`config.mk`:
```
export PLATFORM = sky130hd
export DESIGN_NAME = scif_rx_top
export DESIGN_NICKNAME = d
export VERILOG_FILES = /design/src/source/scif_cfg_pkg.sv /design/src/source/scif_data_pkg.sv /design/src/source/scif_baud_timer.sv /design/src/source/scif_rx_datapath.sv /design/src/source/scif_rx_fifo.sv /design/src/source/scif_rx_fsm.sv /design/src/source/scif_rx_top.sv
export VERILOG_INCLUDE_DIRS = /design/src /design/src/source
export SDC_FILE = /design/constraint.sdc
export NUM_CORES = 1
export LEC_CHECK = 0
export ABC_AREA = 1
export BUFFER_PORTS_ARGS = -buffer_cell sky130_fd_sc_hd__buf_2
export CORE_MARGIN = 1
export CORE_UTILIZATION = 50
export DETAILED_ROUTE_END_ITERATION = 7
export PLACE_DENSITY = 0.79
export SYNTH_ARGS = -nofsm -noshare
export SYNTH_HDL_FRONTEND = slang
export SYNTH_HIERARCHICAL = 1
export SYNTH_SLANG_ARGS = --single-unit
```
`constraint.sdc`:
```
create_clock -name clk_i -period 3.7 [get_ports clk_i]
set_clock_uncertainty 0.15 [all_clocks]
set_input_delay 0.925 -clock clk_i [delete_from_list [all_inputs] [get_ports clk_i]]
set_output_delay 0.925 -clock clk_i [all_outputs]
set_load 0.01 [all_outputs]
```
`src/source/scif_macros.svh`:
```
// ------------------------------------------------------------
// SCIF receiver build-time sizes
// Divider width and receive FIFO depth
// ------------------------------------------------------------

`ifndef SCIF_MACROS_SVH
`define SCIF_MACROS_SVH

// Width of the baud divider, one bit lasts div plus one clocks
`define SCIF_DIV_W 16

// Number of characters the receive FIFO can hold
`define SCIF_FIFO_DEPTH 4

`endif

```
`src/source/scif_cfg_pkg.sv`:
```
// ------------------------------------------------------------
// SCIF line configuration types
// Data-length code and the line configuration struct
// ------------------------------------------------------------

`include "scif_macros.svh"

package scif_cfg_pkg;

	// Number of data bits per character
	typedef enum logic [1:0] {
		LEN_5 = 2'b00,
		LEN_6 = 2'b01,
		LEN_7 = 2'b10,
		LEN_8 = 2'b11
	} data_len_e;

	typedef struct packed {
		logic                   en;
		logic                   parity_en;
		data_len_e              data_len;
		logic [`SCIF_DIV_W-1:0] div;
	} line_cfg_t;

endpackage

```
`src/source/scif_data_pkg.sv`:
```
// ------------------------------------------------------------
// SCIF receive data types
// Received character, status pulses and frame control
// ------------------------------------------------------------

package scif_data_pkg;

	// Right-aligned character, unused upper bits are zero
	typedef logic [7:0] rx_char_t;

	typedef struct packed {
		logic char_done;
		logic parity_err;
		logic overflow;
	} rx_status_t;

	typedef struct packed {
		logic clear;
		logic shift;
		logic check;
	} frame_ctl_t;

endpackage

```
`src/source/scif_baud_timer.sv`:
```
// ------------------------------------------------------------
// SCIF baud timer
// Counts clocks per bit and flags the sample points
// ------------------------------------------------------------

`include "scif_macros.svh"

`timescale 1ns/1ps

module scif_baud_timer (
	input  logic                   clk_i,
	input  logic                   rstn_i,
	input  logic [`SCIF_DIV_W-1:0] div_i,
	input  logic                   run_i,
	input  logic                   half_i,
	output logic                   bit_done_o
);

	logic [`SCIF_DIV_W-1:0] cnt_q;
	logic [`SCIF_DIV_W-1:0] target;

	// Half the period puts the first sample in the middle of the start bit
	assign target = half_i ? {1'b0, div_i[`SCIF_DIV_W-1:1]} : div_i;

	assign bit_done_o = run_i && (cnt_q == target);

	always_ff @(posedge clk_i or negedge rstn_i)
	begin
		if (!rstn_i)
		begin
			cnt_q <= '0;
		end
		else if (!run_i || bit_done_o)
		begin
			cnt_q <= '0;
		end
		else
		begin
			cnt_q <= cnt_q + 1'b1;
		end
	end

endmodule

```
`src/source/scif_rx_datapath.sv`:
```
// ------------------------------------------------------------
// SCIF receive data path
// Line synchronizer, start-edge detect, shifter and parity
// ------------------------------------------------------------

`timescale 1ns/1ps

module scif_rx_datapath (
	input  logic                    clk_i,
	input  logic                    rstn_i,
	input  logic                    rx_i,
	input  scif_cfg_pkg::line_cfg_t cfg_i,
	input  scif_data_pkg::frame_ctl_t ctl_i,
	output logic                    rx_fall_o,
	output logic                    bit_o,
	output logic                    parity_ok_o,
	output scif_data_pkg::rx_char_t data_o
);

	// Two synchronizer stages plus one delayed copy for the edge detect
	logic [2:0] sync_q;
	logic       parity_q;
	logic [2:0] msb;

	scif_data_pkg::rx_char_t shift_q;
	scif_data_pkg::rx_char_t shift_d;

	always_ff @(posedge clk_i or negedge rstn_i)
	begin
		if (!rstn_i)
			sync_q <= 3'b111;
		else if (!cfg_i.en)
			sync_q <= 3'b111;
		else
			sync_q <= {sync_q[1:0], rx_i};
	end

	assign bit_o     = sync_q[1];
	assign rx_fall_o = sync_q[2] & ~sync_q[1];

	// New bits enter at the top of the configured width and move down
	assign msb = 3'd4 + {1'b0, cfg_i.data_len};

	always_comb
	begin
		shift_d      = shift_q >> 1;
		shift_d[msb] = bit_o;
	end

	always_ff @(posedge clk_i)
	begin
		if (ctl_i.clear)
			shift_q <= '0;
		else if (ctl_i.shift)
			shift_q <= shift_d;
	end

	// Even parity over the data bits taken so far
	always_ff @(posedge clk_i or negedge rstn_i)
	begin
		if (!rstn_i)
			parity_q <= 1'b0;
		else if (ctl_i.clear)
			parity_q <= 1'b0;
		else if (ctl_i.shift)
			parity_q <= parity_q ^ bit_o;
	end

	assign parity_ok_o = ctl_i.check && (bit_o == parity_q);
	assign data_o      = shift_q;

endmodule

```
`src/source/scif_rx_fifo.sv`:
```
// ------------------------------------------------------------
// SCIF receive FIFO
// Circular buffer with valid/ready on both sides
// ------------------------------------------------------------

`include "scif_macros.svh"

`timescale 1ns/1ps

module scif_rx_fifo (
	input  logic                    clk_i,
	input  logic                    rstn_i,
	input  logic                    wr_valid_i,
	output logic                    wr_ready_o,
	input  scif_data_pkg::rx_char_t wr_data_i,
	output logic                    rd_valid_o,
	input  logic                    rd_ready_i,
	output scif_data_pkg::rx_char_t rd_data_o
);

	localparam int DEPTH = `SCIF_FIFO_DEPTH;
	localparam int PTR_W = (DEPTH > 1) ? $clog2(DEPTH) : 1;
	localparam int CNT_W = $clog2(DEPTH + 1);

	scif_data_pkg::rx_char_t mem [DEPTH];

	logic [PTR_W-1:0] wr_ptr_q;
	logic [PTR_W-1:0] rd_ptr_q;
	logic [CNT_W-1:0] count_q;
	logic             wr_en;
	logic             rd_en;

	assign wr_ready_o = (count_q != CNT_W'(DEPTH));
	assign rd_valid_o = (count_q != '0);
	assign rd_data_o  = mem[rd_ptr_q];

	assign wr_en = wr_valid_i && wr_ready_o;
	assign rd_en = rd_valid_o && rd_ready_i;

	always_ff @(posedge clk_i)
	begin
		if (wr_en)
			mem[wr_ptr_q] <= wr_data_i;
	end

	always_ff @(posedge clk_i or negedge rstn_i)
	begin
		if (!rstn_i)
		begin
			wr_ptr_q <= '0;
			rd_ptr_q <= '0;
			count_q  <= '0;
		end
		else
		begin
			if (wr_en)
				wr_ptr_q <= (wr_ptr_q == PTR_W'(DEPTH - 1)) ? '0 : wr_ptr_q + 1'b1;
			if (rd_en)
				rd_ptr_q <= (rd_ptr_q == PTR_W'(DEPTH - 1)) ? '0 : rd_ptr_q + 1'b1;
			// Simultaneous read and write leave the count unchanged
			if (wr_en && !rd_en)
				count_q <= count_q + 1'b1;
			else if (rd_en && !wr_en)
				count_q <= count_q - 1'b1;
		end
	end

endmodule

```
`src/source/scif_rx_fsm.sv`:
```
// ------------------------------------------------------------
// SCIF receive frame state machine
// Walks start, data, parity and stop and posts characters
// ------------------------------------------------------------

`timescale 1ns/1ps

module scif_rx_fsm (
	input  logic                      clk_i,
	input  logic                      rstn_i,
	input  scif_cfg_pkg::line_cfg_t   cfg_i,
	input  logic                      rx_fall_i,
	input  logic                      bit_i,
	input  logic                      bit_done_i,
	input  logic                      parity_ok_i,
	output logic                      run_o,
	output logic                      half_o,
	output scif_data_pkg::frame_ctl_t ctl_o,
	output logic                      char_valid_o,
	input  logic                      char_ready_i,
	output scif_data_pkg::rx_status_t status_o,
	output logic                      busy_o
);

	typedef enum logic [2:0] {
		IDLE,
		START,
		DATA,
		PARITY,
		STOP
	} state_e;

	state_e     state_q;
	state_e     state_d;
	logic [2:0] bit_cnt_q;
	logic [2:0] bit_cnt_d;
	logic [2:0] last_bit;
	logic       par_err_q;
	logic       par_err_d;

	// Index of the final data bit, 4 for five bits up to 7 for eight
	assign last_bit = 3'd4 + {1'b0, cfg_i.data_len};

	always_comb
	begin
		state_d      = state_q;
		bit_cnt_d    = bit_cnt_q;
		par_err_d    = par_err_q;
		run_o        = 1'b0;
		half_o       = 1'b0;
		ctl_o        = '0;
		char_valid_o = 1'b0;
		status_o     = '0;

		if (cfg_i.en)
		begin
			run_o = (state_q != IDLE);
			case (state_q)
				IDLE:
				begin
					if (rx_fall_i)
					begin
						ctl_o.clear = 1'b1;
						bit_cnt_d   = '0;
						par_err_d   = 1'b0;
						state_d     = START;
					end
				end
				START:
				begin
					half_o = 1'b1;
					// A line that is high again at mid-bit was only a glitch
					if (bit_done_i)
						state_d = bit_i ? IDLE : DATA;
				end
				DATA:
				begin
					if (bit_done_i)
					begin
						ctl_o.shift = 1'b1;
						if (bit_cnt_q == last_bit)
						begin
							bit_cnt_d = '0;
							state_d   = cfg_i.parity_en ? PARITY : STOP;
						end
						else
						begin
							bit_cnt_d = bit_cnt_q + 1'b1;
						end
					end
				end
				PARITY:
				begin
					if (bit_done_i)
					begin
						ctl_o.check = 1'b1;
						if (!parity_ok_i)
							par_err_d = 1'b1;
						state_d = STOP;
					end
				end
				STOP:
				begin
					if (bit_done_i)
					begin
						state_d = IDLE;
						if (par_err_q)
						begin
							status_o.parity_err = 1'b1;
						end
						else
						begin
							// The FIFO gets exactly one chance to take the character
							char_valid_o       = 1'b1;
							status_o.char_done = char_ready_i;
							status_o.overflow  = !char_ready_i;
						end
					end
				end
				default:
				begin
					state_d = IDLE;
				end
			endcase
		end
	end

	assign busy_o = run_o;

	always_ff @(posedge clk_i or negedge rstn_i)
	begin
		if (!rstn_i)
		begin
			state_q   <= IDLE;
			bit_cnt_q <= '0;
			par_err_q <= 1'b0;
		end
		else if (!cfg_i.en)
		begin
			state_q   <= IDLE;
			bit_cnt_q <= '0;
			par_err_q <= 1'b0;
		end
		else
		begin
			state_q   <= state_d;
			bit_cnt_q <= bit_cnt_d;
			par_err_q <= par_err_d;
		end
	end

endmodule

```
`src/source/scif_rx_top.sv`:
```
// ------------------------------------------------------------
// SCIF receiver top level
// Timer, data path, frame FSM and receive FIFO
// ------------------------------------------------------------

`timescale 1ns/1ps

module scif_rx_top (
	input  logic                      clk_i,
	input  logic                      rstn_i,
	input  logic                      rx_i,
	input  scif_cfg_pkg::line_cfg_t   cfg_i,
	output scif_data_pkg::rx_char_t   rx_data_o,
	output logic                      rx_valid_o,
	input  logic                      rx_ready_i,
	output scif_data_pkg::rx_status_t status_o,
	output logic                      busy_o
);

	logic rx_fall;
	logic line_bit;
	logic bit_done;
	logic parity_ok;
	logic run;
	logic half;
	logic char_valid;
	logic char_ready;

	scif_data_pkg::frame_ctl_t frame_ctl;
	scif_data_pkg::rx_char_t   char_data;

	scif_baud_timer i_timer (
		.clk_i      (clk_i),
		.rstn_i     (rstn_i),
		.div_i      (cfg_i.div),
		.run_i      (run),
		.half_i     (half),
		.bit_done_o (bit_done)
	);

	scif_rx_datapath i_datapath (
		.clk_i       (clk_i),
		.rstn_i      (rstn_i),
		.rx_i        (rx_i),
		.cfg_i       (cfg_i),
		.ctl_i       (frame_ctl),
		.rx_fall_o   (rx_fall),
		.bit_o       (line_bit),
		.parity_ok_o (parity_ok),
		.data_o      (char_data)
	);

	scif_rx_fsm i_fsm (
		.clk_i        (clk_i),
		.rstn_i       (rstn_i),
		.cfg_i        (cfg_i),
		.rx_fall_i    (rx_fall),
		.bit_i        (line_bit),
		.bit_done_i   (bit_done),
		.parity_ok_i  (parity_ok),
		.run_o        (run),
		.half_o       (half),
		.ctl_o        (frame_ctl),
		.char_valid_o (char_valid),
		.char_ready_i (char_ready),
		.status_o     (status_o),
		.busy_o       (busy_o)
	);

	scif_rx_fifo i_fifo (
		.clk_i      (clk_i),
		.rstn_i     (rstn_i),
		.wr_valid_i (char_valid),
		.wr_ready_o (char_ready),
		.wr_data_i  (char_data),
		.rd_valid_o (rx_valid_o),
		.rd_ready_i (rx_ready_i),
		.rd_data_o  (rx_data_o)
	);

endmodule
```
==> metrics.csv, run 1 <==
metric,value,unit
outcome,finished with violations,
violations,setup timing,
worstHoldStart,i_datapath/sync_q[0],
rsz0062_at_grt,yes,
p_int,1.617,mW
dpl_worst_slack,-0.2296,ns
fin_crit_sh,107.2,%
totalWireLength,9160,µm
seq_area,1976,µm²
netSwitchingFraction,35.87,%
track_usage,21.55,%
place_inst,670,
p_sw,904.6,µW
post-route-util,61.26,%
overflow,0,
pin_count,37,
p_clk_share,29.0,%
grt_start_max_net_pins,36,
gp_congestion,0.9174,
grt_pass1_vias,3343,
met1_length,3799,µm
stdcell_count,702,
rr_startpoint,i_fsm/state_q[2],
min_path_type,register to register,
synth.area.top_cells,"edfxtp_1, dfrtp_1, nand2_1",
multiInputGateArea,1911,µm²
grt_first_pass_wirelength,14770,µm
cts_tree,built,
area_delta_synth_final,18.32,%
root_buffer,clkbuf_8,
slowest_stage,nor3b_2,
die_y,94.47,µm
clk_path_buf_depth,2,
setup_viol,3,
drt_iter0_markers,308,
drc_errors,0,
place_hpwl,6038,µm
hold_viol_final,0,
via_count,3634,
tightest_slew,1.002,ns
path_max_fanout,7,
p_total,2.522,mW
critPathMostFrequentCell,nand2_1,
htreeDepth,3,
seqPwrFrac,39.6,%
cts_inserted_buffers,9,
avgSynthCellArea,8.067,µm²
yosysWarnings,6,
rows,33,
detail_route.wl_per_cell,13.05,µm
leakage,2.377,nW
power_density,498.5,nW/µm²
synth_seq_area_share,46.21,%
holdWs,0.2910,ns
hold_buffers,0,
initial_core_util,51.77,%
cp.arrival,2.89,ns
wl_met2,4545,µm
synth_top_area_share,22.48,%
irDropWorstVdd,209.5,µV
fillers,679,
drv_slew,0,
highest_layer,met4,
synth.largest_area_cell,edfxtp_1,
fin_ws,-0.2647,ns
drive_gt1_share,26.63,%
syn_inst,530,
worst_setup_path_end_kind,output port,
final.min_clock_period,3.965,ns
critPathMaxStageDelay,0.30,ns
fmax,252.2,MHz
cp_cell_sequence,"buf_6, inv_4, nor2_4, buf_12, buf_16, nand2_1, nand3_1, nand2_1, nor2_1, nand2_1, nor2_2, nand2_2, nor2_2, nand4_1, nor3b_2, buf_2",
cts_sinks,74,
synth-seq-cells,74,
worstPathRequired,2.62,ns
die_area,8925,µm²
drv_cap,0,
slew_headroom,33.20,%
core_area,8258,µm²
num_antenna_cells,0,
clk_latency,0.35,ns
combPwrFrac,31.5,%
critPathLaunchType,input pin,
critical_path_class,input pin to output port,
syn_nets,563,
final_nets,625,
synth.cell_area,4275,µm²
grt_antenna_before_repair,0,
yosysUniqueCellTypes,36,
die_w,94.47,µm
dr_wl_met3,476,µm
first_pass_iters,4,
postRouteAntennaNets,0,
port_buffers,36,
path_clk_slew,0.09,ns
via_per_inst,5.177,
crit_path_start,cfg_i[19],
cell usage after synthesis:
master    instances
a21oi_1          13
and2_1            1
buf_12            1
buf_2             2
buf_4             6
buf_6             9
dfrtp_1          31
dfstp_2           3
dfxtp_1           8
edfxtp_1         32
fa_1              1
ha_1              8
inv_1            71
inv_2             5
inv_4             1
inv_8             1
nand2_1         169
nand2_2          12
nand2_4           1
nand3_1          34
nand3_2           6
nand3b_1          1
nand4_1           8
nor2_1           40
nor2_2           16
nor2_4            1
nor3_1            7
nor3_2            2
nor3b_1           1
o211ai_1         16
o21ai_0           4
o21ai_1           2
o21bai_1          1
o31ai_1           1
xnor2_1           3
xor2_1           12
cell families (layout without fill, tap and decap cells):
group | after synthesis | in the layout | share of synthesized area (%)
DFF | 74 | 74 | 46.21
xor gates and xnor gates | 15 | 15 | 3.073
AOI/OAI and AO/OA | 37 | 37 | 5.385
adders and majority gates | 9 | 9 | 2.810
and+or+nand+nor | 299 | 299 | 31.31
buffers and inverters | 96 | 163 | 11.21
timing repair:
| action | CTS | global route |
|---|---|---|
| endpoints found under the setup margin | 3 | 7 |
| hold endpoints to repair | 0 | 0 |
| buffers inserted | 13 | 2 |
| pin swaps | 11 | 12 |
| cloned | 1 | 0 |
| gates resized for setup | 16 | 20 |
power groups by stage:
stage | clock (mW) | combinational (mW) | sequential, mW
3_5_place_dp | 0 | 0.689 | 1.01
3_3_place_gp | 0 | 0.660 | 1.01
2_1_floorplan | 0 | 0.626 | 0.947
5_1_grt | 0.779 | 0.891 | 1.01
4_1_cts | 0.738 | 0.765 | 0.997
6_report | 0.730 | 0.794 | 0.998
critical path: cells and delay by family:
family	cells	cell delay (ns)
buffers and inverters	5	0.52
and+or+nand+nor	11	1.44
final timing paths:
check | end | slack [ns] | cells after the start
max | status_o[2] | -0.26 | 16
min reg2reg | i_datapath/sync_q[1] | 0.29 | 2
min in group asynchronous | i_timer/cnt_q[11] | 0.51 | 1
min | i_datapath/sync_q[1] | 0.29 | 2
max reg2reg | i_datapath/data_o[7] | 0.15 | 27
max in group asynchronous | i_fsm/par_err_q | 2.38 | 1
sequential cells by signal, summed over array words and instances, names as in the netlist:
name	flops
i_datapath/sync_q	3
i_datapath/parity_q	1
i_fifo/count_q	3
i_fifo/wr_ptr_q	2
i_fsm/bit_cnt_q	3
i_timer/cnt_q	16
i_fsm/par_err_q	1
i_fifo/mem	32
i_datapath/data_o	8
i_fsm/state_q	3
i_fifo/rd_ptr_q	2
placed cells by master (no fill, tap or decap), types with 9 or more instances in the layout:
master,count
nor2_2,20
buf_4,26
dfrtp_1,31
a21oi_1,13
o211ai_1,16
inv_1,67
xor2_1,12
nor2_1,34
buf_2,35
nand3_1,34
nand2_1,157
edfxtp_1,32
clkbuf_8,9
nand2_2,22
area by class of cell:
type	instances	share of cell area [%]
inverter	78	6.208
clock inverter	7	2.152
multi-input combinational	360	37.77
clock buffer	9	2.449
timing repair buffer	69	9.770
sequential	74	39.06
tap	105	2.597
layer usage:
metal	vias up	GRT usage (%)
li1	1800	-
met4	0	10.10
met5	-	0
met3	37	4.992
met2	133	36.84
met1	1664	25.65
metrics by stage:
stage | TNS [ns] | instance area (µm²)
3_3_place_gp | -0.5323 | 4566
6_report | -0.6838 | 5059
4_1_cts | -0.2792 | 4987
3_5_place_dp | -0.8565 | 4566
2_1_floorplan | 0 | 4297
5_1_grt | -1.642 | 5059
No activity file was read; power rests on OpenSTA's default activity.
==> inputs of run 2 (changes only) <==
Settings changed: CORE_UTILIZATION 50 to 60, PLACE_DENSITY 0.79 to 0.8.
==> metrics.csv, run 2 (synthesis gave the netlist of run 1 again) <==
metric,value,unit,change
outcome,finished with violations,,unchanged
violations,setup timing,,unchanged
core_area,6832,µm²,was 8258 µm²
place_inst,660,,was 670
htreeDepth,3,,unchanged
postLayoutCellArea,4940,µm²,was 5059 µm²
drt_iter0_markers,220,,was 308
grt_antenna_before_repair,0,,unchanged
seqPwrFrac,41.3,%,was 39.6%
setup_viol,3,,unchanged
pin_count,37,,unchanged
multiInputGateArea,1916,µm²,was 1911 µm²
drv_cap,0,,unchanged
first_pass_iters,4,,unchanged
clk_path_buf_depth,2,,unchanged
final_cell_mix,"nand2_1, inv_1, nor2_1",,"was nand2_1, inv_1, buf_2"
critPathLaunchType,input pin,,unchanged
slew_headroom,35.16,%,was 33.20%
track_usage,25.48,%,was 21.55%
rsz0062_at_grt,yes,,unchanged
grt_first_pass_wirelength,14640,µm,was 14770 µm
seq_area,1977,µm²,was 1976 µm²
die_w,86.42,µm,was 94.47 µm
mostFrequentLayoutCell,nand2_1,,unchanged
drc_errors,0,,unchanged
top_register,i_fifo/mem,,unchanged
worstPathRequired,2.62,ns,about the same
path_clk_slew,0.08,ns,was 0.09 ns
initial_core_util,62.58,%,was 51.77%
postRouteAntennaNets,0,,unchanged
hold_buffers,0,,unchanged
p_sw,877.2,µW,was 904.6 µW
die_area,7468,µm²,was 8925 µm²
largest_reg_flops,32,,unchanged
stdcell_count,683,,was 702
drive_gt1_share,26.06,%,was 26.63%
critPathMaxStageDelay,0.29,ns,was 0.30 ns
worst_setup_path_end_kind,output port,,unchanged
final.min_clock_period,3.821,ns,was 3.965 ns
num_antenna_cells,0,,unchanged
fillers,561,,was 679
drv_slew,0,,unchanged
via_count,3454,,was 3634
critPathMostFrequentCell,nand2_1,,unchanged
overflow,0,,unchanged
min_path_type,register to register,,unchanged
netSwitchingFraction,36.41,%,was 35.87%
path_max_fanout,18,,was 7
via_per_inst,5.057,,was 5.177
tightest_slew,0.9726,ns,was 1.002 ns
p_int,1.532,mW,was 1.617 mW
post-route-util,72.31,%,was 61.26%
detail_route.wl_per_cell,12.47,µm,was 13.05 µm
holdWs,0.2891,ns,was 0.2910 ns
cp_cell_sequence,"buf_4, inv_4, nor2_4, buf_12, inv_16, nand2_2, nand2_1, nand2_1, nand2_1, nor2_1, nand2_1, nor2_2, nand2_2, nor2_2, nand4_1, nor3b_2, buf_2",,"was buf_6, inv_4, nor2_4, buf_12, buf_16, nand2_1, nand3_1, nand2_1, nor2_1, nand2_1, nor2_2, nand2_2, nor2_2, nand4_1, nor3b_2, buf_2"
slowest_stage,nor3b_2,,unchanged
cts_inserted_buffers,9,,unchanged
fmax,261.7,MHz,was 252.2 MHz
power_density,487.7,nW/µm²,was 498.5 nW/µm²
hold_viol_final,0,,unchanged
rows,30,,was 33
gp_congestion,0.9263,,was 0.9174
place_area,4547,µm²,was 4566 µm²
port_buffers,36,,unchanged
irDropWorstVdd,277.4,µV,was 209.5 µV
critical_path_class,input pin to output port,,unchanged
place_hpwl,5940,µm,was 6038 µm
root_buffer,clkbuf_8,,unchanged
die_y,86.42,µm,was 94.47 µm
clk_latency,0.35,ns,about the same
grt_pass1_vias,3320,,was 3343
cts_tree,built,,unchanged
totalWireLength,8517,µm,was 9160 µm
grt_start_max_net_pins,36,,unchanged
leakage,2.304,nW,was 2.377 nW
p_clk_share,26.9,%,was 29.0%
cts_sinks,74,,unchanged
final_nets,615,,was 625
cp.arrival,2.75,ns,was 2.89 ns
area_delta_synth_final,15.54,%,was 18.32%
fin_ws,-0.1212,ns,was -0.2647 ns
combPwrFrac,31.8,%,was 31.5%
fin_crit_sh,103.3,%,was 107.2%
-- run 2: cell count changes in the layout (fill, tap and decap cells not counted), moves of 2 or more --
cell        previous run  this run
nand2_1              157       155
clkinvlp_4             0         2
buf_6                  5         1
nand2_2               22        25
nor2_1                34        36
clkinv_4               2         0
nand3_1               34        32
nand3_2                6         8
nor2_2                20        18
inv_6                  1         3
buf_4                 26        20
-- run 2: area by class of cell --
cell class,instances,area share [%]
Clock buffer,9,2.508
Tap cell,96,2.432
Clock inverter,7,1.672
Timing Repair Buffer,59,8.181
Inverter,78,6.408
Sequential cell,74,40.02
Multi-Input combinational cell,360,38.78
-- run 2: path summary, 6_finish.rpt --
kind | from | end | slack [ns] | cells after the start
setup / recovery | cfg_i[19] | status_o[2] | -0.12 | 17
hold / removal | i_datapath/sync_q[0] | i_datapath/sync_q[1] | 0.29 | 2
setup reg to reg | i_fsm/state_q[2] | i_fifo/count_q[2] | 0.27 | 26
hold reg to reg | i_datapath/sync_q[0] | i_datapath/sync_q[1] | 0.29 | 2
max in group asynchronous | rstn_i | i_fsm/state_q[2] | 2.38 | 1
min in group asynchronous | rstn_i | i_timer/cnt_q[2] | 0.49 | 1
-- run 2: routing by layer --
metal	GRT usage, %	wire length, µm	up-vias
met2	42.64	4142	63
met3	3.714	302	16
met4	9.697	153	0
li1	-	-	1780
met1	33.71	3918	1595
met5	0	0	-
-- run 2: stage by stage --
| stage | TNS (ns) | setup WS (ns) | power [mW] |
|---|---|---|---|
| 2_1_floorplan | 0 | 0.02041 | 1.573 |
| 3_3_place_gp | -0.3721 | -0.1707 | 1.673 |
| 3_5_place_dp | -0.7387 | -0.2040 | 1.698 |
| 4_1_cts | -0.1805 | -0.1156 | 2.394 |
| 5_1_grt | -0.5899 | -0.2220 | 2.560 |
| 6_report | -0.2281 | -0.1212 | 2.409 |
-- run 2: what timing repair did --
item,in CTS,in global routing
endpoints found under the hold margin,0,0
gates resized for setup,11,24
pin swaps,2,11
setup endpoints to repair,3,4
setup buffers,4,2
gates cloned,1,0
-- run 2: critical path: cells and delay by family --
family	cells	cell delay [ns]
and+or+nand+nor	12	1.26
buffers and inverters	5	0.53
-- run 2: power groups by stage --
| stage | Clock (mW) | Combinational [mW] | Sequential [mW] |
|---|---|---|---|
| after floorplan | 0 | 0.626 | 0.947 |
| after global placement | 0 | 0.665 | 1.01 |
| after detailed placement | 0 | 0.685 | 1.01 |
| after CTS | 0.660 | 0.737 | 0.996 |
| after global routing | 0.691 | 0.862 | 1.01 |
| final | 0.647 | 0.767 | 0.995 |
==> inputs of run 3 (changes only) <==
Settings changed: REMOVE_ABC_BUFFERS set to 1.
==> metrics.csv, run 3 (synthesis gave the netlist of run 1 again) <==
metric,value,unit,change
outcome,finished with violations,,unchanged
violations,setup timing,,unchanged
mostFrequentLayoutCell,nand2_1,,unchanged
place_area,4547,µm²,unchanged
path_delay_family,simple AND/OR/NAND/NOR gates,,unchanged
crit_buf_inv,5,,unchanged
hold_end,i_datapath/sync_q[1],,unchanged
track_usage,26.12,%,was 25.48%
hold_viol_final,0,,unchanged
fillers,495,,was 561
core_area,6832,µm²,unchanged
port_buffers,36,,unchanged
drv_slew,0,,unchanged
drive_gt1_share,26.64,%,was 26.06%
fin_ws,-0.2238,ns,was -0.1212 ns
clk_path_buf_depth,2,,unchanged
ff2ff_setup_slack,0.13,ns,was 0.27 ns
rows,30,,unchanged
postRouteAntennaNets,0,,unchanged
final.min_clock_period,3.924,ns,was 3.821 ns
gp_congestion,0.9116,,was 0.9263
htreeDepth,3,,unchanged
leakage,2.339,nW,was 2.304 nW
critPathMostFrequentCell,nand2_1,,unchanged
grt_pass1_vias,3452,,was 3320
drv_cap,0,,unchanged
critPathLaunchType,input pin,,unchanged
die_y,86.42,µm,unchanged
cp_cell_sequence,"buf_8, inv_4, nor2_4, buf_12, buf_16, nand2_1, nand3_1, nand2_1, nor2_1, nand2_1, nor2_2, nand2_2, nor2_4, nand4_1, nor3b_2, buf_2",,"was buf_4, inv_4, nor2_4, buf_12, inv_16, nand2_2, nand2_1, nand2_1, nand2_1, nor2_1, nand2_1, nor2_2, nand2_2, nor2_2, nand4_1, nor3b_2, buf_2"
grt_start_max_net_pins,36,,unchanged
root_buffer,clkbuf_8,,unchanged
critical_path_class,input pin to output port,,unchanged
clk_latency,0.35,ns,about the same
die_area,7468,µm²,unchanged
top_register,i_fifo/mem,,unchanged
power_density,490.9,nW/µm²,was 487.7 nW/µm²
place_hpwl,5915,µm,was 5940 µm
fmax,254.9,MHz,was 261.7 MHz
irDropWorstVdd,275.8,µV,was 277.4 µV
setup_viol,3,,unchanged
p_total,2.472,mW,was 2.409 mW
die_w,86.42,µm,unchanged
slew_headroom,34.67,%,was 35.16%
cts_tree,built,,unchanged
worstHoldStart,i_datapath/sync_q[0],,unchanged
worst_setup_path_end_kind,output port,,unchanged
min_path_type,register to register,,unchanged
first_pass_iters,6,,was 4
via_count,3616,,was 3454
via_per_inst,5.248,,was 5.057
hold_depth,2,,unchanged
grt_antenna_before_repair,0,,unchanged
final_nets,621,,was 615
fin_crit_sh,106.0,%,was 103.3%
hold_buffers,0,,unchanged
drt_iter0_markers,217,,was 220
worstPathRequired,2.62,ns,about the same
tightest_slew,0.9799,ns,was 0.9726 ns
critPathMaxStageDelay,0.26,ns,was 0.29 ns
post-route-util,73.72,%,was 72.31%
path_clk_slew,0.09,ns,was 0.08 ns
final_cell_mix,"nand2_1, inv_1, nor2_1",,unchanged
cts_sinks,74,,unchanged
detail_route.wl_per_cell,13.55,µm,was 12.47 µm
rsz0062_at_grt,yes,,unchanged
worst-r2r-cell-count,25,,was 26
rr_startpoint,i_fsm/state_q[2],,unchanged
totalWireLength,9337,µm,was 8517 µm
area_delta_synth_final,17.79,%,was 15.54%
cts_inserted_buffers,9,,unchanged
largest_reg_flops,32,,unchanged
pin_count,37,,unchanged
postLayoutCellArea,5036,µm²,was 4940 µm²
holdWs,0.2969,ns,was 0.2891 ns
initial_core_util,62.58,%,unchanged
grt_first_pass_wirelength,14990,µm,was 14640 µm
overflow,0,,unchanged
slowest_stage,nor3b_2,,unchanged
path_max_fanout,8,,was 18
num_antenna_cells,0,,unchanged
cp.arrival,2.85,ns,was 2.75 ns
drc_errors,0,,unchanged
reg2reg_to,i_fifo/count_q[2],,unchanged
-- run 3: through the flow --
stage | setup TNS [ns] | cells | setup WS (ns)
CTS | -0.2590 | 684 | -0.1091
detailed placement | -0.9855 | 662 | -0.2504
finish | -0.5904 | 689 | -0.2238
global route | -2.017 | 689 | -0.4239
global placement | -0.5928 | 662 | -0.1802
floorplan | -11.51 | 512 | -0.4795
-- run 3: repair_timing --
action | CTS | global route
cloned | 3 | 1
pin swaps | 7 | 12
buffers inserted | 3 | 4
resized for setup | 21 | 24
endpoints found under the setup margin | 3 | 5
-- run 3: worst max path at each step --
| stage | start | endpoint | slack, ns | depth (start not counted) |
|---|---|---|---|---|
| 2_1_floorplan | cfg_i[19] | i_fifo/count_q[2] | -0.48 | 23 |
| 3_3_place_gp | cfg_i[19] | status_o[2] | -0.18 | 17 |
| 3_5_place_dp | cfg_i[19] | status_o[2] | -0.25 | 17 |
| 4_1_cts | cfg_i[19] | status_o[0] | -0.11 | 17 |
| 5_1_grt | cfg_i[19] | status_o[2] | -0.42 | 16 |
| 6_report | cfg_i[19] | status_o[2] | -0.22 | 16 |
-- run 3: report_power, final --
group | switching [mW] | total (mW) | internal (mW)
clock | 0.333 | 0.656 | 0.323
sequential | 0.101 | 0.996 | 0.896
combinational | 0.484 | 0.820 | 0.336
-- run 3: worst min-delay path, stage by stage, from the launching register on --
cell	delay, ns
dfstp_2	0.37
inv_1	0.04
nand2_1	0.04
-- run 3: layout make-up --
type	instances	area [µm²]	area share, %
tap	96	120.1	2.385
timing repair inverter	2	20.02	0.3975
sequential	74	1977	39.25
multi-input combinational	360	1926	38.24
clock buffer	9	123.9	2.460
clock inverter	7	82.58	1.640
inverter	78	316.6	6.286
timing repair buffer	63	470.5	9.342
-- run 3: routing by layer --
metal	up-vias	share of wire, %	wire length [µm]	track usage (%)
li1	1788	-	-	-
met1	1684	43	3972	30.78
met2	118	51	4745	47.62
met3	26	4.5	423	5.524
met4	0	2.1	196	8.182
met5	-	0	0	0
